$ cat src/verilog/elem_defines.svh
// waveform element widths, table latency and accumulator guard bits
`ifndef ELEM_DEFINES_SVH
`define ELEM_DEFINES_SVH

// time counter and trigger time
`define ELEM_TCNT_W 27

// envelope address, start and length
`define ELEM_ENV_AW 12

// carrier table address, table wraps at 512 entries
`define ELEM_FREQ_AW 9

// read latency of the envelope and carrier tables in cycles
`define ELEM_MEM_LATENCY 1

// extra accumulator bits above the 32-bit product
`define ELEM_ACC_GUARD 16

`endif
$ cat src/verilog/elem_pkg.sv
// waveform element types: channel modes, sequencer states, command and sample structs
`include "elem_defines.svh"

package elem_pkg;

	// channel mode, also the opcode carried by each command
	typedef enum logic [1:0] {
		mode_drive   = 2'd0,
		mode_readout = 2'd1,
		mode_flux    = 2'd2,
		mode_aux     = 2'd3
	} elem_mode_e;

	typedef enum logic {
		seq_idle = 1'b0,
		seq_run  = 1'b1
	} elem_seq_state_e;

	// one pulse command, amp is Q1.15
	typedef struct packed {
		elem_mode_e                mode;
		logic [`ELEM_TCNT_W-1:0]   trig_time;
		logic [`ELEM_ENV_AW-1:0]   env_start;
		logic [`ELEM_ENV_AW-1:0]   env_length;
		logic signed [15:0]        amp;
		logic [`ELEM_FREQ_AW-1:0]  freq_base;
	} elem_cmd_t;

	// complex Q1.15 pair
	typedef struct packed {
		logic signed [15:0] x;
		logic signed [15:0] y;
	} elem_iq_t;

	typedef struct packed {
		logic     valid;
		elem_iq_t iq;
	} elem_sample_t;

	// demodulated result with its strobe
	typedef struct packed {
		logic               stb;
		logic signed [31:0] x;
		logic signed [31:0] y;
	} elem_acc_t;

endpackage

$ cat src/verilog/elem_ammod.sv
// two-stage modulator: complex envelope times carrier, then amplitude scaling
module elem_ammod (
	input  logic                  elem,
	input  logic                  rst_n,
	input  logic                  gate,
	input  elem_pkg::elem_iq_t    env_data,
	input  elem_pkg::elem_iq_t    freq_data,
	input  logic signed [15:0]    amp,
	output elem_pkg::elem_sample_t out
);

	import elem_pkg::*;

	// stage one partial products
	logic signed [31:0] p_xx;
	logic signed [31:0] p_yy;
	logic signed [31:0] p_xy;
	logic signed [31:0] p_yx;
	logic signed [32:0] sum_x;
	logic signed [32:0] sum_y;
	elem_iq_t           prod_q;
	logic               valid1_q;

	// stage two amplitude products
	logic signed [31:0] amp_x;
	logic signed [31:0] amp_y;
	elem_iq_t           out_iq_q;
	logic               valid2_q;

	assign p_xx = env_data.x * freq_data.x;
	assign p_yy = env_data.y * freq_data.y;
	assign p_xy = env_data.x * freq_data.y;
	assign p_yx = env_data.y * freq_data.x;

	// complex product, one guard bit before the Q1.15 rescale
	assign sum_x = p_xx - p_yy;
	assign sum_y = p_xy + p_yx;

	assign amp_x = prod_q.x * amp;
	assign amp_y = prod_q.y * amp;

	// >>> 15 and truncate to 16 bits is the [30:15] slice
	always_ff @(posedge elem) begin
		prod_q.x   <= sum_x[30:15];
		prod_q.y   <= sum_y[30:15];
		out_iq_q.x <= amp_x[30:15];
		out_iq_q.y <= amp_y[30:15];
	end

	// valid travels with the data through both stages
	always_ff @(posedge elem or negedge rst_n) begin
		if (!rst_n) begin
			valid1_q <= 1'b0;
			valid2_q <= 1'b0;
		end else begin
			valid1_q <= gate;
			valid2_q <= valid1_q;
		end
	end

	assign out.valid = valid2_q;
	assign out.iq    = out_iq_q;

	valid_known_a: assert property (
		@(posedge elem) disable iff (!rst_n)
		!$isunknown(out.valid) && (!out.valid || !$isunknown(out.iq))
	) else $error("out.valid or a valid sample unknown after reset");

endmodule

$ cat config.mk
export PLATFORM = sky130hd
export DESIGN_NAME = elem_ammod
export DESIGN_NICKNAME = d
export VERILOG_FILES = /design/src/verilog/elem_pkg.sv /design/src/verilog/elem_ammod.sv
export VERILOG_INCLUDE_DIRS = /design/src /design/src/verilog
export SDC_FILE = /design/constraint.sdc
export NUM_CORES = 2
export LEC_CHECK = 0
export BUFFER_PORTS_ARGS = -buffer_cell sky130_fd_sc_hd__buf_4
export CORE_UTILIZATION = 55
export DETAILED_ROUTE_END_ITERATION = 10
export PLACE_DENSITY_LB_ADDON = 0.25
export RECOVER_POWER = 25
export REMOVE_ABC_BUFFERS = 1
export SLEW_MARGIN = 10
export SYNTH_ARGS = -nofsm -noshare
export SYNTH_HDL_FRONTEND = slang
export SYNTH_SLANG_ARGS = --single-unit
$ cat constraint.sdc
create_clock -name elem -period 7.15 [get_ports elem]
set_clock_uncertainty 0.05 [all_clocks]
set_input_delay 0.715 -clock elem [delete_from_list [all_inputs] [get_ports elem]]
set_output_delay 0.715 -clock elem [all_outputs]
set_load 0.01 [all_outputs]
==> run metrics <==
result of the run finished, violations left; failing checks setup timing; Tightest Pin Transition 0.934 ns; Starting Density 55.7%; number of clock sinks 66; worst setup path class in -> reg; number of hold violations in the final report 0; Total Wirelength 158000 um; floorplan row count 118; number of filler instances in the final layout between 8000 and 9000; mean routed wirelength per cell ~20 um; maximum clock insertion buffer count 2; HPWL reported at the end of detailed placement approximately 140000 um; y dimension of the die 326 um; Nets slightly below 9000; global-route usage over all layers between 30% and 40%; clock transition at the registers of the reported paths about 0.06 ns; CTS H-tree lvls 3; maxcap violations 0; number of buffer cells added on primary ports 115; Clock Latency Late Sink roughly 0.38 ns; wire length of the first global-routing pass roughly 250000 um; Worst path most repeated cell fa_1; Data required, critical path 7.39 ns; reg-to-reg endpoint out[15]$_DFF_P_; Post-Syn Area per Cell 9.32 um2; endpoints failing setup 9; remaining routing DRC violations 0; Slowest-stage cell, CP fa_1; Worst setup startpoint env_data[9]; Std-Cell Core Area 104000 um2; via count roughly 41000; CTS tree built; number of hold buffers added after cts 0; area of the mapped netlist 57800 um2; critical-path maximum fanout 6; detail-routed via count per cell just over 5; maximum number of pins on one net before global-route repair 31; highest attainable clock frequency 0.136 GHz; grt ovf 0; Final TNS setup -1.14 ns; setup repair after global routing missed its margin yes; Detailed Routing Iterations Pass 1 5; kind of path behind the tightest hold check in -> async; GPL Wtd Cong 0.968; Num CTS Buffers 9; die width between 300 and 400 um; peak per-stage delay on the critical path roughly 0.55 ns; worst reg-to-reg path cell count 25; count of different cell masters after synthesis 57; time the worst path needs with I/O delays and setup 7.33 ns; Top Ports 116; via count of the first global-routing pass 46600; final worst path period share 102%; reg-to-reg critical path startpoint prod_q[8]$_DFF_P_; initial antenna violation count 8; Mapped Cells 6196; Synth Warn # 0; proportion of layout cells with a drive suffix above 1 12.7%; CP endpoint kind flop; synth-to-layout area growth 13.5%; EDFF count, synth 0; fraction of registers with async set or reset after synthesis approximately 3%; count of routing violations after the opening detailed-route iteration approximately 2600; sequential element share of the synthesized area under 10%; Final Worst Setup Slack -0.178 ns; Crit path arrival time between 7 and 8 ns; residual antenna-violating net count after detailed routing 0; primary flip-flop cell chosen by synthesis mapping dfxtp_1; worst reg2reg setup slack 0.36 ns; Finished Core Util roughly 63%; buffer cell driving the clock tree root clkbuf_16; number of max-slew violations in the final report 0; Critical Path Source Type input port; Die ar. 106000 um2; Rel. slew slack about 38%; number of register bits inferred by synthesis 66
-- worst max path at each step --
stage,end,slack [ns]
after floorplan,prod_q[31]$_DFF_P_,-0.43
after global placement,prod_q[24]$_DFF_P_,-1.02
after detailed placement,prod_q[31]$_DFF_P_,-1.12
after CTS,prod_q[12]$_DFF_P_,-0.07
after global routing,prod_q[15]$_DFF_P_,-0.42
final,prod_q[15]$_DFF_P_,-0.18
-- synthesized netlist by cell type (all sizes together) (2+ instances only) --
library cell  count  area share, %
a211o             5          0.076
o21bai            7          0.097
a31oi             3          0.032
ha              446            9.7
a21o             25           0.32
inv            1838             12
a21oi            45           0.39
a221oi            2          0.041
buf               2          0.019
a2111oi           2          0.032
a41oi             2          0.030
xnor2           111            1.7
dfrtp             2          0.087
clkbuf          270            1.8
a211oi            7           0.10
nand2           821            5.3
nor2b            21           0.23
fa             1629             56
xor2             32           0.49
or3               2          0.022
a21boi            6          0.078
o211ai            3          0.039
and2            632            6.8
nand3            12           0.10
o21a              6          0.078
nor4              2          0.032
nand4             9          0.097
nand2b           55           0.60
o21ai            27           0.23
nor2             75           0.49
and4              3          0.045
o2111ai           2          0.030
dfxtp            64            2.2
nor3             14           0.13
-- through the flow --
stage | setup WS (ns) | hold WS [ns] | instances | instance area (um2)
floorplan | -0.425 | 0.281 | 5924 | 56700
detailed placement | -1.12 | 0.286 | 7901 | 63200
global route | -0.417 | 0.0637 | 7979 | 65600
global placement | -1.02 | 0.287 | 7901 | 63200
finish | -0.178 | 0.0652 | 7979 | 65600
CTS | -0.0669 | 0.0411 | 7947 | 64700
-- sequential cells by signal, indices dropped and copies added, names as in the netlist --
register / flops
valid1_q: 1
valid2_q: 1
prod_q: 32
out: 32
-- layout make-up --
cell class              count  area [um2]  share of cell area (%)
well taps                1380        1730                    2.63
clock buffers              14         294                   0.448
repair buffers            656        6120                    9.33
clock inverters             1        30.0                  0.0458
inverters                1839        6910                    10.5
flip-flops and latches     66        1330                    2.03
diodes                      4        10.0                  0.0153
multi-input cells        4019       49200                    75.0
-- cell families after synthesis --
kind of cell | after synthesis | synth area share (%)
AO/OA/AOI/OAI | 151 | 1.73
XOR/XNOR | 143 | 2.17
adder cells (fa/ha/maj) | 2075 | 66.1
buffers and inverters | 2111 | 13.7
flip-flops | 66 | 2.30
AND/OR/NAND/NOR | 1650 | 14.0
-- repair_timing --
item / in CTS / in global routing
cloned: 3 / 1
pin swaps: 112 / 116
buffers inserted: 30 / 30
setup endpoints to repair: 23 / 26
resized for setup: 212 / 214
-- layer usage --
layer	vias up	wire length, um	global-route usage, %
li1	18000	-	-
met1	21400	60600	39.1
met2	1526	78100	53.3
met3	357	12500	5.41
met4	2	7200	13.0
met5	-	13	0
-- cell usage in the layout (no fill, tap or decap), types with 10 or more instances in the layout --
master	count
inv_1	1794
fa_1	1592
nand2_1	809
and2_1	610
buf_4	479
ha_1	430
xnor2_1	110
buf_6	70
nor2_1	67
dfxtp_1	63
nand2b_1	53
buf_12	53
inv_2	43
fa_2	37
a21oi_1	34
xor2_1	31
buf_8	30
a21o_1	25
and2_4	21
nor2b_1	17
o21ai_0	17
clkbuf_1	17
nor3_1	13
ha_4	13
nand2_2	11
nand3_1	10
clkbuf_16	10
-- critical path: cells and delay by family --
family	cells	cell delay, ns
compound gates	7	1.25
simple gates	3	0.39
fa+ha+maj	9	4.45
buf+inv	7	0.59
xor+xnor	1	0.16
Power is not shown: default switching activity piles up to over one toggle a cycle in this logic, so the estimate is an artifact.
