==> src/verilog/elem_defines.svh <==
// waveform element widths, table latency and accumulator guard bits
`ifndef ELEM_DEFINES_SVH
`define ELEM_DEFINES_SVH

// time counter and trigger time
`define ELEM_TCNT_W 27

// envelope address, start and length
`define ELEM_ENV_AW 12

// carrier table address, table wraps at 512 entries
`define ELEM_FREQ_AW 9

// read latency of the envelope and carrier tables in cycles
`define ELEM_MEM_LATENCY 1

// extra accumulator bits above the 32-bit product
`define ELEM_ACC_GUARD 16

`endif
==> src/verilog/elem_pkg.sv <==
// waveform element types: channel modes, sequencer states, command and sample structs
`include "elem_defines.svh"

package elem_pkg;

	// channel mode, also the opcode carried by each command
	typedef enum logic [1:0] {
		mode_drive   = 2'd0,
		mode_readout = 2'd1,
		mode_flux    = 2'd2,
		mode_aux     = 2'd3
	} elem_mode_e;

	typedef enum logic {
		seq_idle = 1'b0,
		seq_run  = 1'b1
	} elem_seq_state_e;

	// one pulse command, amp is Q1.15
	typedef struct packed {
		elem_mode_e                mode;
		logic [`ELEM_TCNT_W-1:0]   trig_time;
		logic [`ELEM_ENV_AW-1:0]   env_start;
		logic [`ELEM_ENV_AW-1:0]   env_length;
		logic signed [15:0]        amp;
		logic [`ELEM_FREQ_AW-1:0]  freq_base;
	} elem_cmd_t;

	// complex Q1.15 pair
	typedef struct packed {
		logic signed [15:0] x;
		logic signed [15:0] y;
	} elem_iq_t;

	typedef struct packed {
		logic     valid;
		elem_iq_t iq;
	} elem_sample_t;

	// demodulated result with its strobe
	typedef struct packed {
		logic               stb;
		logic signed [31:0] x;
		logic signed [31:0] y;
	} elem_acc_t;

endpackage

==> src/verilog/elem_mixacc.sv <==
// demodulator: adc times outgoing sample, accumulated per valid window
`include "elem_defines.svh"

module elem_mixacc (
	input  logic                   elem,
	input  logic                   rst_n,
	input  elem_pkg::elem_sample_t out,
	input  elem_pkg::elem_iq_t     adc,
	input  logic [4:0]             shift,
	output elem_pkg::elem_acc_t    acc
);

	import elem_pkg::*;

	localparam int ACC_W = 32 + `ELEM_ACC_GUARD;

	elem_iq_t                adc_q;
	elem_iq_t                dlo_q;
	logic                    valid_q;
	logic                    valid_qq;
	logic signed [31:0]      m_xx;
	logic signed [31:0]      m_yy;
	logic signed [31:0]      m_xy;
	logic signed [31:0]      m_yx;
	logic signed [31:0]      mix_x;
	logic signed [31:0]      mix_y;
	logic signed [ACC_W-1:0] sum_x;
	logic signed [ACC_W-1:0] sum_y;
	logic signed [ACC_W-1:0] next_x;
	logic signed [ACC_W-1:0] next_y;
	logic signed [ACC_W-1:0] shr_x;
	logic signed [ACC_W-1:0] shr_y;
	logic                    window_end;
	logic                    stb_q;
	logic signed [31:0]      res_x;
	logic signed [31:0]      res_y;

	assign m_xx = adc_q.x * dlo_q.x;
	assign m_yy = adc_q.y * dlo_q.y;
	assign m_xy = adc_q.x * dlo_q.y;
	assign m_yx = adc_q.y * dlo_q.x;

	// full 32-bit parts of adc * out
	assign mix_x = m_xx - m_yy;
	assign mix_y = m_xy + m_yx;

	// first sample of a window loads instead of adding
	assign next_x = valid_qq ? (sum_x + mix_x) : mix_x;
	assign next_y = valid_qq ? (sum_y + mix_y) : mix_y;

	assign shr_x = next_x >>> shift;
	assign shr_y = next_y >>> shift;

	// last product is in flight while the input valid has already dropped
	assign window_end = valid_q && !out.valid;

	always_ff @(posedge elem) begin
		adc_q <= adc;
		dlo_q <= out.iq;
		if (valid_q) begin
			sum_x <= next_x;
			sum_y <= next_y;
		end
		if (window_end) begin
			res_x <= shr_x[31:0];
			res_y <= shr_y[31:0];
		end
	end

	always_ff @(posedge elem or negedge rst_n) begin
		if (!rst_n) begin
			valid_q  <= 1'b0;
			valid_qq <= 1'b0;
			stb_q    <= 1'b0;
		end else begin
			valid_q  <= out.valid;
			valid_qq <= valid_q;
			stb_q    <= window_end;
		end
	end

	assign acc.stb = stb_q;
	assign acc.x   = res_x;
	assign acc.y   = res_y;

	stb_after_fall_a: assert property (
		@(posedge elem) disable iff (!rst_n)
		acc.stb |-> $past(out.valid, 2) && !$past(out.valid)
	) else $error("acc.stb not two cycles after the end of the window");

endmodule

==> config.mk <==
export PLATFORM = sky130hd
export DESIGN_NAME = elem_mixacc
export DESIGN_NICKNAME = d
export VERILOG_FILES = /design/src/verilog/elem_pkg.sv /design/src/verilog/elem_mixacc.sv
export VERILOG_INCLUDE_DIRS = /design/src /design/src/verilog
export SDC_FILE = /design/constraint.sdc
export NUM_CORES = 2
export LEC_CHECK = 0
export ABC_AREA = 1
export BUFFER_PORTS_ARGS = -buffer_cell sky130_fd_sc_hd__buf_2
export CAP_MARGIN = 20
export CELL_PAD_IN_SITES_DETAIL_PLACEMENT = 1
export CELL_PAD_IN_SITES_GLOBAL_PLACEMENT = 1
export CORE_MARGIN = 2
export CORE_UTILIZATION = 35
export CTS_CLUSTER_DIAMETER = 120
export DETAILED_ROUTE_END_ITERATION = 8
export GPL_ROUTABILITY_DRIVEN = 0
export HOLD_SLACK_MARGIN = 0.1
export MAX_ROUTING_LAYER = met4
export PLACE_DENSITY = 0.67
export SLEW_MARGIN = 20
export SYNTH_ARGS = -nofsm -noshare
export SYNTH_HDL_FRONTEND = slang
export SYNTH_SLANG_ARGS = --single-unit
==> constraint.sdc <==
create_clock -name elem -period 22.6 [get_ports elem]
set_input_delay 2.26 -clock elem [delete_from_list [all_inputs] [get_ports elem]]
set_output_delay 2.26 -clock elem [all_outputs]
set_load 0.05 [all_outputs]
==> out/results.tsv <==
metric	value	unit
worst path arrival time	12270	ps
Clock Skew	22.0	ps
met1 wire length	98500	um
top cell type's share of synthesized area	0.377	
highest routed layer	met4	
Core Rows	153	
Die W	422	um
CP max FO	32	
met2 routed WL	109000	um
Iter 0 DRT Violations	3718	
metal3 WL	10500	um
Routed WL per cell	21.6	um
CP most frequent cell	nand3_1	
mean post-synth cell area	7.44	um2
CTS Hold Bufs	0	
Post-Syn Instances	8206	
mux cell area share after synthesis	0.000328	
CTS Root Cell	clkbuf_16	
Setup Total Neg Slack	0	ps
Final Hold Viols	0	
max-slew violations	0	
Main synth FF type	edfxtp_1	
Post-Synth Adder-Cell Area	0.460	
crit end category	flip-flop	
Distinct cells, synth	49	
Slew @ Worst Pin	1040	ps
top cells by area, synth	fa_1 38%, nand2_1 13%, inv_1 13%	
register area share after synthesis	0.101	
grt total ovfl	0	
top cell type by total area after synthesis	fa_1	
Worst Setup Start Kind	flip-flop	
fillers	21700	
Hold Path Class	flip-flop to flip-flop	
critical path type	flip-flop to flip-flop	
Die H	422	um
Vias/cell	5.09	
final net count	9779	
initial antenna violation count	4	
fraction of layout cells with a size suffix above 1	0.0436	
final WL	227000	um
drt drc	0	
TritonCTS clock tree	done	
RSZ-0062 raised after global routing	no	
final std cells w/o fill	10500	
WHS	775	ps
Die Area	178000	um2
Max Freq	0.0841	GHz
Via Count	53500	
gr usage total	0.269	
relative slew slack	0.307	
clk buf depth	3	
htree depth	2	
Tmin final	11890	ps
first-pass GRT wire length	357000	um
Syn. warnings	0	
Post-DRT Antenna Nets	0	
Syn Nets	9832	
growth of design area from synthesis to finish	7.08	%
complex-gate fraction of the synthesized area	0.0438	
placed cell count	10400	
Initial Util	0.352	
Top-Level Pins	137	
post_cts resized	0	
asr flop ratio synth	0.0132	
synthesized area	61100	um2
CP peak stage delay	720	ps
CP max-delay cell	fa_1	
run status	finished clean	
Setup Buffers After CTS	0	
Pre-Repair DR Iteration Count	5	
post-synthesis xor/xnor area fraction	0.0115	
Tcrit/Tclk final	0.526	
Worst Path Required	22980	ps
Clock Latency Late Sink	650	ps
vias in the first global route	59500	
number of port buffers	136	
simple-gate portion of the synthesized area	0.234	
max cap viols	0	
hpwl dp	177000	um
CTS Buf Count	38	
Seq cells post-synth	227	
Sink Count	227	
core area	174000	um2
number of setup violations in the final report	0	
largest net degree at the start of global routing	94	
main combinational cell family by area after synthesis	adder cells	
clock transition at the registers of the reported paths	60	ps
Post-synth EDFFs	160	
-- layout make-up --
class,instances,area [um2],area share
timing repair buffer,219,1340,0.0205
multi-input combinational,5558,45800,0.700
antenna,12,30.0,0.000459
sequential,227,6180,0.0944
clock buffer,46,1030,0.0158
tap,2325,2910,0.0445
inverter,2109,7920,0.121
clock inverter,23,200,0.00306
-- cell families after synthesis --
family / after synthesis
AND/OR/NAND/NOR: 3440
buffers and inverters: 2421
flip-flops: 227
multiplexers: 2
adder cells (fa/ha/maj): 1554
XOR/XNOR: 80
AO/OA/AOI/OAI: 482
-- critical path: cells and delay by family, from the launching register on --
kind | cells | cell delay [ps]
adder cells (fa/ha/maj) | 10 | 5320
AND/OR/NAND/NOR | 18 | 3530
buffers and inverters | 8 | 1410
AO/OA/AOI/OAI | 4 | 1010
flip-flops | 1 | 310
-- cells in the mapped netlist (all sizes together) (43+ instances only) --
cell    instances
fa           1151
a21oi         211
nand4          51
ha            403
edfxtp        160
nor2          364
o21bai         46
clkbuf        264
nand3         802
inv          2106
xor2           43
dfxtp          64
nand2        2122
buf            48
o21ai         172
-- final timing paths --
check / start / to / slack, ps / depth (start not counted)
min reg2reg: sum_x[0] / sum_x[0] / 780 / 3
max: dlo_q[16] / res_x[19] / 10710 / 40
max reg2reg: dlo_q[16] / res_x[19] / 10710 / 40
max in group asynchronous: rst_n / valid_q / 21030 / 1
min: sum_x[0] / sum_x[0] / 780 / 3
min in group asynchronous: rst_n / stb_q / 1420 / 1
-- layout by cell type (no fill, tap or decap), types with 3 or more instances in the layout --
cell type / instances
inv_1: 2100
clkbuf_1: 4
nand2_1: 2122
o21ai_0: 155
nand3_2: 6
and2_1: 5
clkbuf_8: 3
o21bai_1: 45
o21ai_1: 14
a21boi_0: 7
clkinv_1: 4
clkbuf_16: 39
clkinvlp_4: 3
inv_6: 3
buf_4: 80
xor2_1: 43
nor2_1: 362
clkinv_2: 9
buf_2: 136
or2_2: 40
nor3_1: 37
a21oi_1: 210
nand4_1: 51
nand3_1: 796
nand3b_1: 9
ha_1: 403
xnor2_1: 37
fa_1: 1151
o22ai_1: 3
o21ai_2: 3
nor4_1: 4
a21o_1: 17
inv_2: 8
dfxtp_2: 9
o21a_1: 5
o211ai_1: 15
edfxtp_1: 160
dfxtp_1: 55
diode_2: 12
-- metrics by stage --
step            util  setup WS, ps  instance area, um2
2_1_floorplan      -         13540               61100
3_3_place_gp   0.369         10800               64100
3_5_place_dp   0.369         10690               64100
4_1_cts        0.376         10650               65300
5_1_grt        0.377          9960               65400
6_report       0.377         10710               65400
-- layer usage --
layer	track usage	vias to the layer above
met5	-	-
met4	0.0898	0
met3	0.0230	350
met2	0.445	1390
met1	0.346	27500
li1	-	24300
-- sequential cells by signal, indices dropped and copies added, names as in the netlist --
| name | cells |
|---|---|
| sum_x | 48 |
| sum_y | 48 |
| adc_q | 32 |
| dlo_q | 32 |
| res_x | 32 |
| res_y | 32 |
| stb_q | 1 |
| valid_q | 1 |
| valid_qq | 1 |
Power is left out: the tool's default activity adds up to more than one toggle a clock period on the data nets, which glitch-free logic cannot reach.
