File: src/verilog/elem_defines.svh
// waveform element widths, table latency and accumulator guard bits
`ifndef ELEM_DEFINES_SVH
`define ELEM_DEFINES_SVH

// time counter and trigger time
`define ELEM_TCNT_W 27

// envelope address, start and length
`define ELEM_ENV_AW 12

// carrier table address, table wraps at 512 entries
`define ELEM_FREQ_AW 9

// read latency of the envelope and carrier tables in cycles
`define ELEM_MEM_LATENCY 1

// extra accumulator bits above the 32-bit product
`define ELEM_ACC_GUARD 16

`endif
File: src/verilog/elem_pkg.sv
// waveform element types: channel modes, sequencer states, command and sample structs
`include "elem_defines.svh"

package elem_pkg;

	// channel mode, also the opcode carried by each command
	typedef enum logic [1:0] {
		mode_drive   = 2'd0,
		mode_readout = 2'd1,
		mode_flux    = 2'd2,
		mode_aux     = 2'd3
	} elem_mode_e;

	typedef enum logic {
		seq_idle = 1'b0,
		seq_run  = 1'b1
	} elem_seq_state_e;

	// one pulse command, amp is Q1.15
	typedef struct packed {
		elem_mode_e                mode;
		logic [`ELEM_TCNT_W-1:0]   trig_time;
		logic [`ELEM_ENV_AW-1:0]   env_start;
		logic [`ELEM_ENV_AW-1:0]   env_length;
		logic signed [15:0]        amp;
		logic [`ELEM_FREQ_AW-1:0]  freq_base;
	} elem_cmd_t;

	// complex Q1.15 pair
	typedef struct packed {
		logic signed [15:0] x;
		logic signed [15:0] y;
	} elem_iq_t;

	typedef struct packed {
		logic     valid;
		elem_iq_t iq;
	} elem_sample_t;

	// demodulated result with its strobe
	typedef struct packed {
		logic               stb;
		logic signed [31:0] x;
		logic signed [31:0] y;
	} elem_acc_t;

endpackage

File: src/verilog/elem_cmd_decode.sv
// command decode: free-running time counter, trigger compare and command latch
`include "elem_defines.svh"

module elem_cmd_decode #(
	parameter elem_pkg::elem_mode_e element_mode = elem_pkg::mode_drive
) (
	input  logic                elem,
	input  logic                rst_n,
	input  elem_pkg::elem_cmd_t cmd,
	output logic                start,
	output elem_pkg::elem_cmd_t active_cmd
);

	logic [`ELEM_TCNT_W-1:0] tcnt;
	logic                    hit;

	// element time base, trigger times are absolute counts of it
	always_ff @(posedge elem or negedge rst_n) begin
		if (!rst_n) begin
			tcnt <= '0;
		end else begin
			tcnt <= tcnt + 1'b1;
		end
	end

	// fire only on our own channel mode, other elements share the bus
	assign hit = (tcnt == cmd.trig_time) && (cmd.mode == element_mode);

	always_ff @(posedge elem or negedge rst_n) begin
		if (!rst_n) begin
			start <= 1'b0;
		end else begin
			start <= hit;
		end
	end

	// command is captured on the same edge that raises start
	// so the sequencer sees the new fields together with the pulse
	always_ff @(posedge elem or negedge rst_n) begin
		if (!rst_n) begin
			active_cmd <= '0;
		end else if (hit) begin
			active_cmd <= cmd;
		end
	end

	// counter moves every cycle, so a held command cannot match twice in a row
	start_single_a: assert property (
		@(posedge elem) disable iff (!rst_n)
		start |=> !start
	) else $error("start high for more than one cycle");

endmodule

File: config.mk
export PLATFORM = sky130hd
export DESIGN_NAME = elem_cmd_decode
export DESIGN_NICKNAME = d
export VERILOG_FILES = /design/src/verilog/elem_pkg.sv /design/src/verilog/elem_cmd_decode.sv
export VERILOG_INCLUDE_DIRS = /design/src /design/src/verilog
export SDC_FILE = /design/constraint.sdc
export NUM_CORES = 1
export LEC_CHECK = 0
export BUFFER_PORTS_ARGS = -buffer_cell sky130_fd_sc_hd__buf_2
export CORE_ASPECT_RATIO = 0.75
export CORE_UTILIZATION = 40
export CTS_BUF_LIST = sky130_fd_sc_hd__clkbuf_8
export CTS_CLUSTER_SIZE = 30
export DETAILED_ROUTE_END_ITERATION = 6
export PLACE_DENSITY = 0.67
export RECOVER_POWER = 50
export SLEW_MARGIN = 20
export SYNTH_ARGS = -nofsm -noshare
export SYNTH_HDL_FRONTEND = slang
export SYNTH_SLANG_ARGS = --single-unit
File: constraint.sdc
create_clock -name elem -period 2.18 [get_ports elem]
set_input_delay 0.109 -clock elem [delete_from_list [all_inputs] [get_ports elem]]
set_output_delay 0.109 -clock elem [all_outputs]
set_load 0.03 [all_outputs]
==> results of run 1 <==
repair_timing:
| action | 4_1_cts | 5_1_grt |
|---|---|---|
| endpoints found under the setup margin | 0 | 57 |
| setup buffers | 0 | 1 |
| hold buffers | 68 | 1 |
| resized for setup | 0 | 11 |
| hold endpoints to repair | 103 | 1 |
kinds of logic after synthesis:
logic type / Yosys count / share of synthesized area [%]
flops: 106 / 61.25
buf+inv: 15 / 1.589
simple gates: 52 / 6.588
mux: 76 / 19.76
xor+xnor: 52 / 10.52
fa+ha+maj: 1 / 0.2889
cells in the final DEF (no fill, tap or decap), types with 7 or more instances in the layout:
cell,synthesis,final
buf_2,4,123
clkbuf_1,3,35
clkbuf_8,0,9
dfrtp_1,106,106
dlygate4sd3_1,0,69
mux2_1,7,7
mux2_2,69,69
nand2_1,8,8
nand3_1,14,14
nand4_1,10,10
xnor2_1,36,35
xor2_1,16,16
power by group through the flow:
stage          Clock (mW)  Combinational (mW)  Sequential [mW]
2_1_floorplan           0              0.0228             2.00
3_3_place_gp            0               0.158             2.00
3_5_place_dp            0               0.159             2.00
4_1_cts              1.36               0.255             1.96
5_1_grt              1.42               0.278             1.97
6_report             1.30               0.252             1.96
state kept, by name, indices dropped and copies added, names as in the netlist:
name / cells
active_cmd: 78
tcnt: 27
start: 1
critical path, cell delays in order, from the launching register on:
cell     delay, ns
dfrtp_1       0.43
xor2_1        0.17
nor4_1        0.50
nand4_1       0.16
buf_4         0.19
buf_12        0.17
mux2_1        0.36
metal layers:
layer | vias to the layer above | GRT usage [%] | part of all wire, %
met2 | 115 | 31.59 | 47
met5 | - | 0 | 0
met1 | 1568 | 24.36 | 46
met4 | 0 | 4.573 | 0.89
li1 | 1516 | - | -
met3 | 9 | 4.975 | 5.6
worst min-delay path by stage:
stage / end / cells after the start / from
2_1_floorplan: active_cmd[0] / 0 / rst_n
3_3_place_gp: active_cmd[21] / 1 / rst_n
3_5_place_dp: active_cmd[21] / 1 / rst_n
4_1_cts: active_cmd[53] / 2 / cmd[53]
5_1_grt: active_cmd[67] / 2 / cmd[67]
6_report: active_cmd[62] / 2 / cmd[62]
through the flow:
step	worst slack (ns)	hold slack, ns
after detailed placement	0.1021	0.1091
after floorplan	0.2523	-0.1866
after global placement	0.08545	0.1023
after CTS	0.09577	0.001587
final	0.03957	0.01873
after global routing	-0.02290	0.001680
layout make-up:
type | count | share of cell area (%)
multi-input cells | 181 | 26.13
clock buffers | 9 | 1.995
repair buffers | 236 | 24.70
flip-flops and latches | 106 | 42.72
inverters | 4 | 0.2418
well taps | 136 | 2.740
clock inverters | 6 | 1.471
==> impl_metrics.yaml, run 1 <==
run_status:
  status: "completed"
global_route:
  grt_overflow: 0
  grt_max_degree: 51
  first_global_vias: 3309
  grt_first_pass_wirelength_mm: 16.15
  grt_antenna_before_repair: 0
  track_usage_pct: 18.91
worst_setup_path:
  worst-path-max-fanout: 38
  startpoint_type: "register"
  reg2reg_depth: 6
  endpoint: "active_cmd[18]"
  worstPathRequired_ns: 2.42
  rr_startpoint: "tcnt[21]"
  worst_setup_path_end_kind: "register"
  r2r_end: "active_cmd[18]"
  cp-startpoint: "tcnt[21]"
  r2r_slack_ns: 0.04
  crit_type: "register to register"
  arrival_ns: 2.38
synth:
  syn_area_sq_mm: 0.004330
  synth_common_cells: "dfrtp_1 (106), mux2_2 (69), xnor2_1 (36), xor2_1 (16), nand3_1 (14)"
  yosys_register_bits: 106
  synth_ff_type: "dfrtp_1"
  synth.largest_area_cell: "dfrtp_1"
  synth_top_area_share_pct: 61.25
  syn_nets: 383
  synth.area.top_cells: "dfrtp_1 (61%), mux2_2 (18%), xnor2_1 (7.3%)"
  yosysSeqAreaShare_pct: 61.25
  synth_edf_count: 0
  synthDistinctLibCells: 22
  avgSynthCellArea_sq_um: 14.34
  post-synth-top-count-cell: "dfrtp_1"
  async_flop_share_pct: 100.0
  yosysWarnings: 0
  synthCells: 302
final_layout:
  register_area_sq_mm: 0.002653
  fin_nets: 619
  multi_input_area_sq_mm: 0.001623
  antenna_cells: 0
  syn_to_final_growth_pct: 43.40
  fin_area_sq_mm: 0.006210
  drive_above_1_share_pct: 40.22
  instances_no_fill: 678
  fin_util_pct: 59.65
  n_fill_cell: 840
timing:
  finalClockSkew_ns: 0.006422
  drv_slew: 0
  min_period_over_period_pct: 98.18
  slew_headroom_pct: 37.43
  tightest_slew_ns: 0.9386
  period_minus_slack_ns: 2.140
  tns_ns: 0
  fmaxAchievable_mhz: 467.2
  setup_viol: 0
  finalHoldViolCount: 0
route:
  drtIter0Drc: 92
  drc: 0
  first_pass_iters: 4
  vias: 3208
  drt_wl_total_mm: 10.58
  avgViaCountPerCell: 4.732
  wl_per_cell_um: 15.60
  final_antenna_net_count: 0
die:
  die_y_um: 92.11
  ios: 159
  die_x_um: 122.1
  start_util_pct: 41.60
  fp.dieArea_sq_mm: 0.01125
  row_count: 32
  core-area_sq_mm: 0.01041
clocking:
  numCtsBuffers: 9
  clkLatencyLatePin_ns: 0.36
  clockBufferDepth: 2
  cts.htree.levels: 3
  clock-sinks: 106
  cts_tree: "built"
  path_clk_slew_ns: 0.09
  root_buffer: "clkbuf_8"
power_and_ir_drop:
  p_comb_share_pct: 7.2
  sw_frac_of_total_pct: 21.61
  power.share.clock_pct: 37.0
  power_frac_seq_pct: 55.9
  power_mw: 3.516
  powerDensity_mw_per_mm2: 566.3
  leakagePower_nw: 3.264
  vdd_drop_max_mv: 0.4304
  p_sw_mw: 0.7598
  p_int_mw: 2.757
placed_design:
  port_buffers: 158
  dpl_cell_area_sq_mm: 0.005305
  place_inst: 592
  place.gp.congestion: 0.7962
  hpwl_mm: 6.880
job:
  max_cap_viol_count: 0
min_path:
  hold_class: "primary input to register"
No activity file was read; power rests on OpenSTA's default activity.
==> inputs of run 2 (changes only) <==
==> constraint.sdc (replaced) <==
create_clock -name elem -period 2 [get_ports elem]
set_input_delay 0.1 -clock elem [delete_from_list [all_inputs] [get_ports elem]]
set_output_delay 0.1 -clock elem [all_outputs]
set_load 0.03 [all_outputs]
==> run 2 against run 1 <==
Core utilization grew 2.5 points. First-iteration DRC count is 37% higher. Non-clock buffer count increased by 27. Sequential share of layout area fell by 1.7 points. Combinational power is 15% higher.
==> impl_metrics.yaml, run 2 (same netlist as run 1, synthesis figures left out) <==
run_status:
  status: "completed"
power_and_ir_drop:
  p_int_mw: 2.804
  leakagePower_nw: 3.381
  vdd_drop_max_mv: 0.4415
  p_sw_mw: 0.8488
  power_frac_seq_pct: 58.6
  power.share.clock_pct: 33.4
  sw_frac_of_total_pct: 23.24
  p_comb_share_pct: 7.9
  powerDensity_mw_per_mm2: 564.7
worst_setup_path:
  slowest_delay_ns: 0.53
  startpoint_type: "primary input"
  cp_slowest_cell: "dlygate4sd3_1"
  crit_type: "primary input to register"
  worst_setup_path_end_kind: "register"
  cp-startpoint: "cmd[72]"
  crit_buf_inv: 4
  crit_path_frequent_cell: "nand4_1"
  worst-path-max-fanout: 17
  cp_cell_sequence: "dlygate4sd3_1 -> buf_2 -> xnor2_2 -> nand4_1 -> nor4_2 -> nand4_1 -> buf_4 -> clkbuf_16 -> mux2_2"
  cp_top_family: "buffers and inverters"
  worstPathRequired_ns: 2.26
  arrival_ns: 2.21
  rr_startpoint: "tcnt[23]"
final_layout:
  fin_area_sq_mm: 0.006469
  syn_to_final_growth_pct: 49.38
  drive_above_1_share_pct: 40.88
  fin_nets: 646
  largest_reg_flops: 78
  mostFrequentLayoutCell: "buf_2"
  final_cell_mix: "buf_2 (108), dfrtp_1 (106), dlygate4sd3_1 (73), mux2_2 (69), clkbuf_1 (49)"
  reg_top3: "active_cmd x78, tcnt x27, start x1"
  n_fill_cell: 857
  register_area_sq_mm: 0.002653
  multi_input_area_sq_mm: 0.001667
  largest_register: "active_cmd"
  antenna_cells: 0
die:
  die_x_um: 122.1
  ios: 159
  start_util_pct: 41.60
  core-area_sq_mm: 0.01041
  fp.dieArea_sq_mm: 0.01125
  die_y_um: 92.11
  row_count: 32
route:
  drtIter0Drc: 126
  final_antenna_net_count: 0
  first_pass_iters: 4
  drc: 0
  wl_per_cell_um: 15.72
  avgViaCountPerCell: 4.722
  vias: 3334
  dr_wl_met3_um: 632
  highest-signal-layer: "met4"
  wl_met2_mm: 5.050
  wl_met1_mm: 5.234
  drt_wl_total_mm: 11.10
clocking:
  path_clk_slew_ns: 0.10
  root_buffer: "clkbuf_8"
  clockBufferDepth: 2
  clock-sinks: 106
  cts_tree: "built"
  cts.htree.levels: 3
  numCtsBuffers: 9
  clkLatencyLatePin_ns: 0.37
timing:
  finalClockSkew_ns: 0.01028
  min_period_over_period_pct: 97.09
  tightest_slew_ns: 1.192
  whs_ns: 0.02769
  slew_headroom_pct: 20.57
  tns_ns: 0
  fmaxAchievable_mhz: 515.0
  setup_viol: 0
  drv_slew: 0
  finalHoldViolCount: 0
  period_minus_slack_ns: 1.942
  rsz0062_at_grt: "yes"
job:
  max_cap_viol_count: 0
global_route:
  grt_antenna_before_repair: 0
  track_usage_pct: 19.91
  grt_overflow: 0
  first_global_vias: 3472
  grt_max_degree: 45
  grt_first_pass_wirelength_mm: 16.99
min_path:
  hp-start: "cmd[51]"
  hold_class: "primary input to register"
placed_design:
  port_buffers: 158
  dpl_cell_area_sq_mm: 0.005438
  hpwl_mm: 7.014
  place.gp.congestion: 0.8267
==> run 2: cell types whose count changed in the layout (fill, tap and decap cells not counted), sizes merged <==
cell,before,now
buf,128,138
bufinv,2,0
clkbuf,48,62
clkinv,0,3
clkinvlp,3,1
dlygate4sd3,69,73
inv,5,6
==> run 2: worst paths after layout <==
path | end | slack [ns] | depth (start not counted)
worst min register to register | active_cmd[76] | 0.49 | 1
worst min-delay path | active_cmd[51] | 0.03 | 2
max in group asynchronous | tcnt[10] | 0.59 | 3
min in group asynchronous | active_cmd[21] | 0.48 | 2
worst max register to register | active_cmd[32] | 0.06 | 7
worst max-delay path | active_cmd[32] | 0.06 | 9
==> run 2: repair_timing <==
action                                  4_1_cts  5_1_grt
buffers inserted                              5        1
cloned                                        1        2
hold buffers                                 73        0
gates resized for setup                       6        4
pin swaps                                     5        5
endpoints found under the setup margin       65       76
endpoints found under the hold margin       114        0
==> run 2: stage by stage <==
stage | util (%) | std cells | setup WS, ns | power, mW
floorplan | - | 302 | 0.07228 | 2.209
global placement | 52.24 | 608 | -0.009123 | 2.355
detailed placement | 52.24 | 608 | -0.03881 | 2.357
CTS | 62.08 | 703 | 0.003005 | 3.711
global route | 62.14 | 706 | -0.02125 | 3.824
finish | 62.14 | 706 | 0.05829 | 3.653
==> run 2: routing by layer <==
layer / track usage, % / vias to the layer above
met3: 4.851 / 19
met4: 6.504 / 0
met1: 25.86 / 1622
met2: 32.53 / 119
li1: - / 1574
met5: 0 / -
==> run 2: layout make-up <==
class	instances	share of cell area [%]
Inverter	4	0.2321
Tap cell	136	2.631
Timing Repair Buffer	263	27.58
Sequential cell	106	41.01
Multi-Input combinational cell	181	25.76
Clock inverter	6	0.6576
Clock buffer	10	2.128
==> run 2: power by group through the flow <==
stage | logic [mW] | clock network, mW | registers, mW
after global placement | 0.172 | 0 | 2.18
final | 0.290 | 1.22 | 2.14
after global routing | 0.319 | 1.36 | 2.14
after detailed placement | 0.173 | 0 | 2.18
after floorplan | 0.0248 | 0 | 2.18
after CTS | 0.291 | 1.28 | 2.14
==> run 2: worst register-to-register path, delay by kind of cell (launching register included) <==
kind,cells,cell delay (ns)
DFF,1,0.41
muxes,1,0.28
xor gates and xnor gates,1,0.18
buffers and inverters,2,0.39
and+or+nand+nor,3,0.57
