File: config.mk
export PLATFORM = sky130hd
export DESIGN_NAME = elem_env_seq
export DESIGN_NICKNAME = d
export VERILOG_FILES = /design/src/verilog/elem_pkg.sv /design/src/verilog/elem_env_seq.sv
export VERILOG_INCLUDE_DIRS = /design/src /design/src/verilog
export SDC_FILE = /design/constraint.sdc
export NUM_CORES = 1
export LEC_CHECK = 0
export ABC_AREA = 1
export BUFFER_PORTS_ARGS = -buffer_cell sky130_fd_sc_hd__clkbuf_2
export CAP_MARGIN = 20
export CORE_ASPECT_RATIO = 0.8
export CORE_MARGIN = 2
export CORE_UTILIZATION = 50
export DETAILED_ROUTE_END_ITERATION = 8
export GPL_TIMING_DRIVEN = 0
export HOLD_SLACK_MARGIN = 0.15
export PLACE_DENSITY = 0.91
export SLEW_MARGIN = 10
export SYNTH_ARGS = -nofsm -noshare
export SYNTH_HDL_FRONTEND = slang
export SYNTH_SLANG_ARGS = --single-unit
File: constraint.sdc
create_clock -name elem -period 2.85 [get_ports elem]
set_clock_uncertainty 0.2 [all_clocks]
set_input_delay 0 -clock elem [delete_from_list [all_inputs] [get_ports elem]]
set_output_delay 0 -clock elem [all_outputs]
set_load 0.01 [all_outputs]
File: src/verilog/elem_defines.svh
// waveform element widths, table latency and accumulator guard bits
`ifndef ELEM_DEFINES_SVH
`define ELEM_DEFINES_SVH

// time counter and trigger time
`define ELEM_TCNT_W 27

// envelope address, start and length
`define ELEM_ENV_AW 12

// carrier table address, table wraps at 512 entries
`define ELEM_FREQ_AW 9

// read latency of the envelope and carrier tables in cycles
`define ELEM_MEM_LATENCY 1

// extra accumulator bits above the 32-bit product
`define ELEM_ACC_GUARD 16

`endif
File: src/verilog/elem_pkg.sv
// waveform element types: channel modes, sequencer states, command and sample structs
`include "elem_defines.svh"

package elem_pkg;

	// channel mode, also the opcode carried by each command
	typedef enum logic [1:0] {
		mode_drive   = 2'd0,
		mode_readout = 2'd1,
		mode_flux    = 2'd2,
		mode_aux     = 2'd3
	} elem_mode_e;

	typedef enum logic {
		seq_idle = 1'b0,
		seq_run  = 1'b1
	} elem_seq_state_e;

	// one pulse command, amp is Q1.15
	typedef struct packed {
		elem_mode_e                mode;
		logic [`ELEM_TCNT_W-1:0]   trig_time;
		logic [`ELEM_ENV_AW-1:0]   env_start;
		logic [`ELEM_ENV_AW-1:0]   env_length;
		logic signed [15:0]        amp;
		logic [`ELEM_FREQ_AW-1:0]  freq_base;
	} elem_cmd_t;

	// complex Q1.15 pair
	typedef struct packed {
		logic signed [15:0] x;
		logic signed [15:0] y;
	} elem_iq_t;

	typedef struct packed {
		logic     valid;
		elem_iq_t iq;
	} elem_sample_t;

	// demodulated result with its strobe
	typedef struct packed {
		logic               stb;
		logic signed [31:0] x;
		logic signed [31:0] y;
	} elem_acc_t;

endpackage

File: src/verilog/elem_env_seq.sv
// envelope and carrier address sequencer with busy gate aligned to table data
`include "elem_defines.svh"

module elem_env_seq (
	input  logic                     elem,
	input  logic                     rst_n,
	input  logic                     start,
	input  elem_pkg::elem_cmd_t      active_cmd,
	output logic [`ELEM_ENV_AW-1:0]  env_addr,
	output logic [`ELEM_FREQ_AW-1:0] freq_addr,
	output logic                     gate
);

	import elem_pkg::*;

	// one cycle for the address register plus the table read
	localparam int GATE_DLY = 1 + `ELEM_MEM_LATENCY;

	elem_seq_state_e          state;
	elem_seq_state_e          state_nxt;
	logic [`ELEM_ENV_AW-1:0]  cnt;
	logic [`ELEM_ENV_AW-1:0]  cnt_end;
	logic [`ELEM_ENV_AW-1:0]  offset;
	logic                     at_end;
	logic                     busy;
	logic [GATE_DLY-1:0]      gate_sr;

	assign cnt_end = active_cmd.env_start + active_cmd.env_length;
	assign at_end  = (cnt == cnt_end);
	assign busy    = (state == seq_run);
	assign offset  = cnt - active_cmd.env_start;

	always_comb begin
		state_nxt = state;
		case (state)
			seq_idle: begin
				if (start) begin
					state_nxt = seq_run;
				end
			end
			seq_run: begin
				// a start here restarts, the run continues
				if (!start && at_end) begin
					state_nxt = seq_idle;
				end
			end
			default: state_nxt = seq_idle;
		endcase
	end

	always_ff @(posedge elem or negedge rst_n) begin
		if (!rst_n) begin
			state   <= seq_idle;
			cnt     <= '0;
			gate_sr <= '0;
		end else begin
			state   <= state_nxt;
			gate_sr <= {gate_sr[GATE_DLY-2:0], busy};
			if (start) begin
				cnt <= active_cmd.env_start;
			end else if (busy && !at_end) begin
				cnt <= cnt + 1'b1;
			end
		end
	end

	// carrier offset follows the envelope offset, wraps with the table
	always_ff @(posedge elem) begin
		env_addr  <= cnt;
		freq_addr <= active_cmd.freq_base + offset[`ELEM_FREQ_AW-1:0];
	end

	assign gate = gate_sr[GATE_DLY-1];

	// restart cycle still carries the old count against the new window
	addr_range_a: assert property (
		@(posedge elem) disable iff (!rst_n)
		busy && !start |=> (env_addr >= $past(active_cmd.env_start))
			&& (env_addr <= $past(cnt_end))
	) else $error("env_addr outside the command window");

endmodule

==> results.yml, run 1 <==
run_status:
  outcome: "complete, no violations"
worst_setup_path:
  crit_path_end_kind: "flip-flop"
  cp-endpoint: "cnt[0]$_DFFE_PN0P_"
  worstSetupPathType: "flip-flop to flip-flop"
  worstReg2RegStart: "cnt[4]$_DFFE_PN0P_"
  r2r_slack_ns: 0.06
  crit_required_ns: 2.83
  arrival_ns: 2.77
  worstSetupStartpoint: "cnt[4]$_DFFE_PN0P_"
  cp-start-kind: "flip-flop"
  r2r-end: "cnt[0]$_DFFE_PN0P_"
  path_max_fanout: 10
  reg2reg_depth: 16
cts:
  cts-htree-levels: 2
  cts_tree: "yes"
  clk_pin_slew_worst_paths_ns: 0.09
  cts_made_buffers: 5
  worstSkewPairLatency_ns: 0.30
  clockRootBuffer: "clkbuf_8"
  cts_max_path_buffers: 2
  cts.sinks: 36
synthesis:
  synth_edf_count: 0
  synth-warning-count: 0
  syn_nets: 495
  synth_cell_types: 28
  async_reset_ff_frac: 0.417
  synth.area.top_cells: "nand2_1 (18%), dfxtp_1 (15%), dfrtp_1 (14%), ha_1 (9.6%), inv_1 (9.5%)"
  ys_seq_elements: 36
  syn_area_per_cell_sq_um: 7.11
  synth.cell_area_sq_mm: 0.00273
  synthCells: 384
  yosys.area.top_type: "nand2_1"
  netlist.area_leader.share: 0.176
  ys.flop_type: "dfxtp_1"
  ys_seq_area_frac: 0.291
global_routing:
  grt_pass1_wl_um: 13400
  gr-total-overflow: 0
  antenna_found_initial: 0
  grt_pass1_vias: 3002
  gr-usage-all-layers: 0.280
  grt_max_degree: 16
timing:
  max_freq_mhz: 359
  setup_viol_count_final: 0
  period_share: 0.978
  hold_viol: 0
  rsz0062_at_grt: "true"
  worst_slew_pin_slew_ns: 0.735
  period_minus_slack_ns: 2.79
  max_slew_margin: 0.508
  drv_slew: 0
die:
  placementRows: 24
  initial_core_util: 0.511
  die_w_um: 86.6
  die_y_um: 70.1
  io_pins: 103
  die_area_sq_mm: 0.00607
  core_sq_mm: 0.00535
route:
  dr.pass1.iters: 5
  wl_met3_um: 755
  drcViolationCount: 0
  vias: 2989
  dr.max_layer_used: "met4"
  wl_per_cell_um: 15.7
  ant_nets: 0
  met1Wirelength_um: 3440
  vias_per_cell: 5.41
  drt_iter0_drc: 365
  dr_wl_met2_um: 4100
  wirelength_um: 8690
place:
  gp_congestion: 0.952
  port_buffers: 57
  hpwl_um: 5180
  dpl-instance-area_sq_mm: 0.00310
layout:
  drive_above_1_share: 0.222
  syn2layout_area_growth_pct: 36.7
  fillerInstances: 369
  antennaDiodeCount: 0
  finish.instance_area_sq_mm: 0.00373
  fin_nets: 597
job:
  cap_viol_max_count: 0
power_and_ir_drop:
  total_power_mw: 1.91
  power-per-cell-area_mw_per_mm2: 511
  ir_drop_v: 0.000359
  p_leak_nw: 2.04
hold_path:
  hold_class: "flip-flop to flip-flop"
==> report_power, final <==
part | total (mW) | switching, mW | internal [mW]
Sequential | 0.668 | 0.0561 | 0.612
Clock | 0.388 | 0.217 | 0.171
Combinational | 0.854 | 0.479 | 0.375
Total | 1.91 | 0.751 | 1.16
==> through the flow <==
stage           util  hold slack [ns]  cells  setup TNS (ns)  worst slack (ns)
2_1_floorplan      -           -0.496    384               0             0.373
3_3_place_gp   0.580           -0.265    506               0             0.170
3_5_place_dp   0.580           -0.262    506               0            0.0301
4_1_cts        0.671            0.159    554               0           0.00777
5_1_grt        0.699            0.165    552         -0.0269           -0.0184
6_report       0.699            0.154    552               0            0.0628
==> critical path, cell delays in order, from the launching register on <==
cell	delay (ns)
dfrtp_2	0.47
inv_4	0.11
nand2_1	0.07
nand2_2	0.09
nand3_1	0.09
nand2_1	0.09
inv_1	0.06
nor2_2	0.09
nand3_1	0.09
nor2_2	0.11
nand3_2	0.15
nand2_4	0.13
nand2_4	0.06
buf_6	0.15
nand2_1	0.07
dlygate4sd3_1	0.57
nand2_1	0.08
==> worst min path at each step <==
stage / endpoint / startpoint / slack, ns / depth (start not counted)
after floorplan: busy$_DFF_PN0_ / rst_n / -0.50 / 0
after global placement: cnt[11]$_DFFE_PN0P_ / rst_n / -0.27 / 1
after detailed placement: gate_sr[0]$_DFF_PN0_ / rst_n / -0.26 / 1
after CTS: gate_sr[1]$_DFF_PN0_ / gate_sr[0]$_DFF_PN0_ / 0.16 / 0
after global routing: gate_sr[1]$_DFF_PN0_ / gate_sr[0]$_DFF_PN0_ / 0.16 / 0
final: gate_sr[1]$_DFF_PN0_ / gate_sr[0]$_DFF_PN0_ / 0.15 / 0
==> kinds of logic after synthesis <==
family	synth area share
compound gates	0.0417
xor+xnor	0.0834
fa+ha+maj	0.162
buf+inv	0.115
flops	0.291
simple gates	0.306
==> repair_timing <==
action / in CTS / in global routing
setup endpoints to repair: 0 / 12
hold endpoints to repair: 32 / 0
buffers inserted: 0 / 3
gates resized for setup: 0 / 36
hold buffers: 40 / 0
==> registers in the layout (all words and copies together) (netlist names) <==
signal     cells
busy           1
gate_sr        2
env_addr      12
cnt           12
freq_addr      9
==> layout by cell type, fill, tap and decap left out, types with 5 or more instances in the layout <==
cell type / netlist / final
nand3_1: 29 / 28
dfxtp_1: 21 / 21
dfrtp_1: 15 / 10
ha_4: 0 / 7
dfrtp_2: 0 / 5
dlymetal6s4s_1: 0 / 5
fa_1: 9 / 9
o21ai_0: 11 / 10
clkbuf_8: 0 / 5
ha_1: 21 / 14
nand2_2: 3 / 6
nor2_1: 13 / 8
dlygate4sd3_1: 0 / 35
nor2_2: 2 / 6
xnor2_1: 9 / 9
nand2_1: 128 / 125
clkbuf_2: 0 / 53
a21oi_1: 7 / 6
inv_1: 69 / 69
xor2_1: 17 / 17
==> Yosys cell counts, types with 2 or more instances <==
master and number:
clkbuf_1 2, nand2_2 3, clkinv_1 2, nand3b_1 4
nand4_1 3, nand2_1 128, a21oi_1 7, nor3_2 2
nand3_1 29, nand3_2 3, nor3_1 2, a21boi_0 2
nor2_1 13, dfrtp_1 15, buf_2 2, dfxtp_1 21
nand2_4 2, inv_1 69, xor2_1 17, ha_1 21
o21ai_0 11, fa_1 9, inv_2 3, xnor2_1 9
nor2_2 2
==> per-layer routing <==
| layer | GRT usage | up-vias |
|---|---|---|
| met3 | 0.0544 | 50 |
| met1 | 0.346 | 1379 |
| met5 | 0 | - |
| met2 | 0.474 | 190 |
| li1 | - | 1370 |
| met4 | 0.118 | 0 |
==> final cells by class <==
| type | instances | area, sq um | area share |
|---|---|---|---|
| buffer | 6 | 37.5 | 0.0101 |
| clock buffer | 5 | 68.8 | 0.0184 |
| clock inverter | 3 | 18.8 | 0.00503 |
| inverter | 74 | 280 | 0.0750 |
| multi-input combinational | 268 | 1750 | 0.469 |
| sequential | 36 | 802 | 0.215 |
| tap | 65 | 81.3 | 0.0218 |
| timing repair buffer | 95 | 696 | 0.186 |
Note: power is estimated with default switching activity, not from simulation.
==> inputs of run 2 (changes only) <==
BUFFER_PORTS_ARGS = -buffer_cell sky130_fd_sc_hd__buf_2   (was -buffer_cell sky130_fd_sc_hd__clkbuf_2)
TNS_END_PERCENT = 20   (was unset)
==> run 2 against run 1 <==
The flow now finishes with violations (negative setup slack); count of clock-buffer cells in the layout rose by 1; global-route usage fell by 2.0 points; total power fell by 1.8%; clock power rose by 7.7%; sequential power barely moved; routed wire length fell by 7.8%; first-iteration DRC count fell by 23%; core utilization fell by 2.2 points; cell count fell by 1.1%; largest cell class unchanged; highest routed layer unchanged.
==> results.yml, run 2 (synthesis gave the netlist of run 1 again) <==
worst_setup_path:
  slowest_stage: "dlygate4sd3_1"
  crit_path_end_kind: "flip-flop"
  cp-start-kind: "primary input"
  crit_required_ns: 2.84
  path_buf_inv: 5
  path_max_fanout: 10
  slowest_delay_ns: 0.55
  worstSetupPathType: "primary input to flip-flop"
  worstPathCellList: "dlygate4sd3_1, buf_2, ha_4, inv_1, nand2_2, nand3_2, nand2_1, nand2_1, nand2_1, nand3_1, nor2_2, nand3_2, nand2_4, nand2_4, buf_6, nand2_1, dlygate4sd3_1, nand2_1"
  arrival_ns: 2.88
  path_common_cell: "nand2_1"
  crit_family: "buffers and inverters"
global_routing:
  antenna_found_initial: 0
  gr-total-overflow: 0
  grt_pass1_wl_um: 12400
  gr-usage-all-layers: 0.260
  grt_pass1_vias: 2811
  grt_max_degree: 16
layout:
  top_regs: "cnt x12, env_addr x12, freq_addr x9"
  regArea_sq_um: 798
  fillerInstances: 382
  antennaDiodeCount: 0
  stdcell_count: 546
  layout_commonest_cell: "nand2_1"
  multi_input_area_sq_mm: 0.00171
  fin_nets: 591
  drive_above_1_share: 0.200
  syn2layout_area_growth_pct: 32.4
  most-common-layout-cells: "nand2_1 (127), inv_1 (69), buf_2 (58)"
  utilization: 0.676
timing:
  max_slew_margin: 0.514
  drv_slew: 0
  worst_slack_ns: -0.0341
  rsz0062_at_grt: "true"
  setup_viol_count_final: 4
  period_share: 1.01
  period_minus_slack_ns: 2.88
  worst_slew_pin_slew_ns: 0.726
  hold_viol: 0
  max_freq_mhz: 347
cts:
  cts_made_buffers: 5
  cts_tree: "yes"
  clk_pin_slew_worst_paths_ns: 0.09
  clockRootBuffer: "clkbuf_8"
  cts_setup_buffers: 0
  cts_max_path_buffers: 2
  worstSkewPairLatency_ns: 0.30
  cts-htree-levels: 2
  cts.sinks: 36
place:
  dpl.cell_count: 506
  gp_congestion: 0.939
  port_buffers: 57
  hpwl_um: 5030
route:
  wl_per_cell_um: 14.7
  drt_iter0_drc: 282
  vias_per_cell: 5.26
  wirelength_um: 8010
  dr.pass1.iters: 7
  ant_nets: 0
  vias: 2870
  drcViolationCount: 0
die:
  io_pins: 103
  die_w_um: 86.6
  core_sq_mm: 0.00535
  initial_core_util: 0.511
  placementRows: 24
  die_area_sq_mm: 0.00607
  die_y_um: 70.1
power_and_ir_drop:
  p_leak_nw: 1.98
  ir_drop_v: 0.000335
  total_power_mw: 1.88
  power-per-cell-area_mw_per_mm2: 519
run_status:
  outcome: "complete, but fails checks"
  violations: "negative setup slack"
hold_path:
  hold_class: "flip-flop to flip-flop"
job:
  cap_viol_max_count: 0
## run 2: changes by cell type in the layout (fill, tap and decap cells not counted), moves of 3 or more
cell and change:
buf_2 +56, clkbuf_2 -53, dlymetal6s4s_1 -4, buf_4 -3, dfrtp_1 +3, dfrtp_2 -3, dlygate4sd3_1 -3, nand2_2 -3
nor2_1 +3
## run 2: layout make-up
cell class	count	share of cell area
flip-flops and latches	36	0.221
inverters	74	0.0768
clock inverters	2	0.00381
multi-input cells	268	0.474
well taps	65	0.0225
repair buffers	89	0.170
clock buffers	6	0.0228
plain buffers	6	0.0100
## run 2: worst paths after layout
| path | start | end | slack [ns] | depth (start not counted) |
|---|---|---|---|---|
| setup / recovery | active_cmd[40] | cnt[2]$_DFFE_PN0P_ | -0.03 | 18 |
| hold / removal | gate_sr[0]$_DFF_PN0_ | gate_sr[1]$_DFF_PN0_ | 0.16 | 0 |
| setup reg to reg | cnt[4]$_DFFE_PN0P_ | cnt[2]$_DFFE_PN0P_ | 0.11 | 16 |
| hold reg to reg | gate_sr[0]$_DFF_PN0_ | gate_sr[1]$_DFF_PN0_ | 0.16 | 0 |
| max in group asynchronous | rst_n | cnt[0]$_DFFE_PN0P_ | 1.33 | 3 |
| min in group asynchronous | rst_n | cnt[2]$_DFFE_PN0P_ | 0.63 | 3 |
## run 2: repair_timing
action                     4_1_cts  5_1_grt
resized for setup                0       17
setup endpoints to repair        0        8
hold endpoints to repair        32        0
hold buffers                    33        0
## run 2: power breakdown
part           internal (mW)  leakage [nW]  switching (mW)
registers              0.610         0.347          0.0558
clock network          0.198        0.0516           0.220
logic                  0.347          1.58           0.444
total                   1.15          1.98           0.720
## run 2: metal layers
metal | wire length [um] | vias up | GRT usage
li1 | - | 1365 | -
met1 | 3350 | 1322 | 0.338
met2 | 3880 | 146 | 0.446
met3 | 537 | 37 | 0.0437
met4 | 245 | 0 | 0.0694
met5 | 0 | - | 0
## run 2: stage by stage
stage          setup WS (ns)  area [sq um]  setup TNS [ns]  hold slack [ns]
2_1_floorplan          0.373          2730               0           -0.496
3_3_place_gp           0.172          3100               0           -0.278
3_5_place_dp           0.144          3100               0           -0.275
4_1_cts               0.0116          3520               0            0.158
5_1_grt               -0.114          3620          -0.489            0.165
6_report             -0.0341          3620         -0.0871            0.158
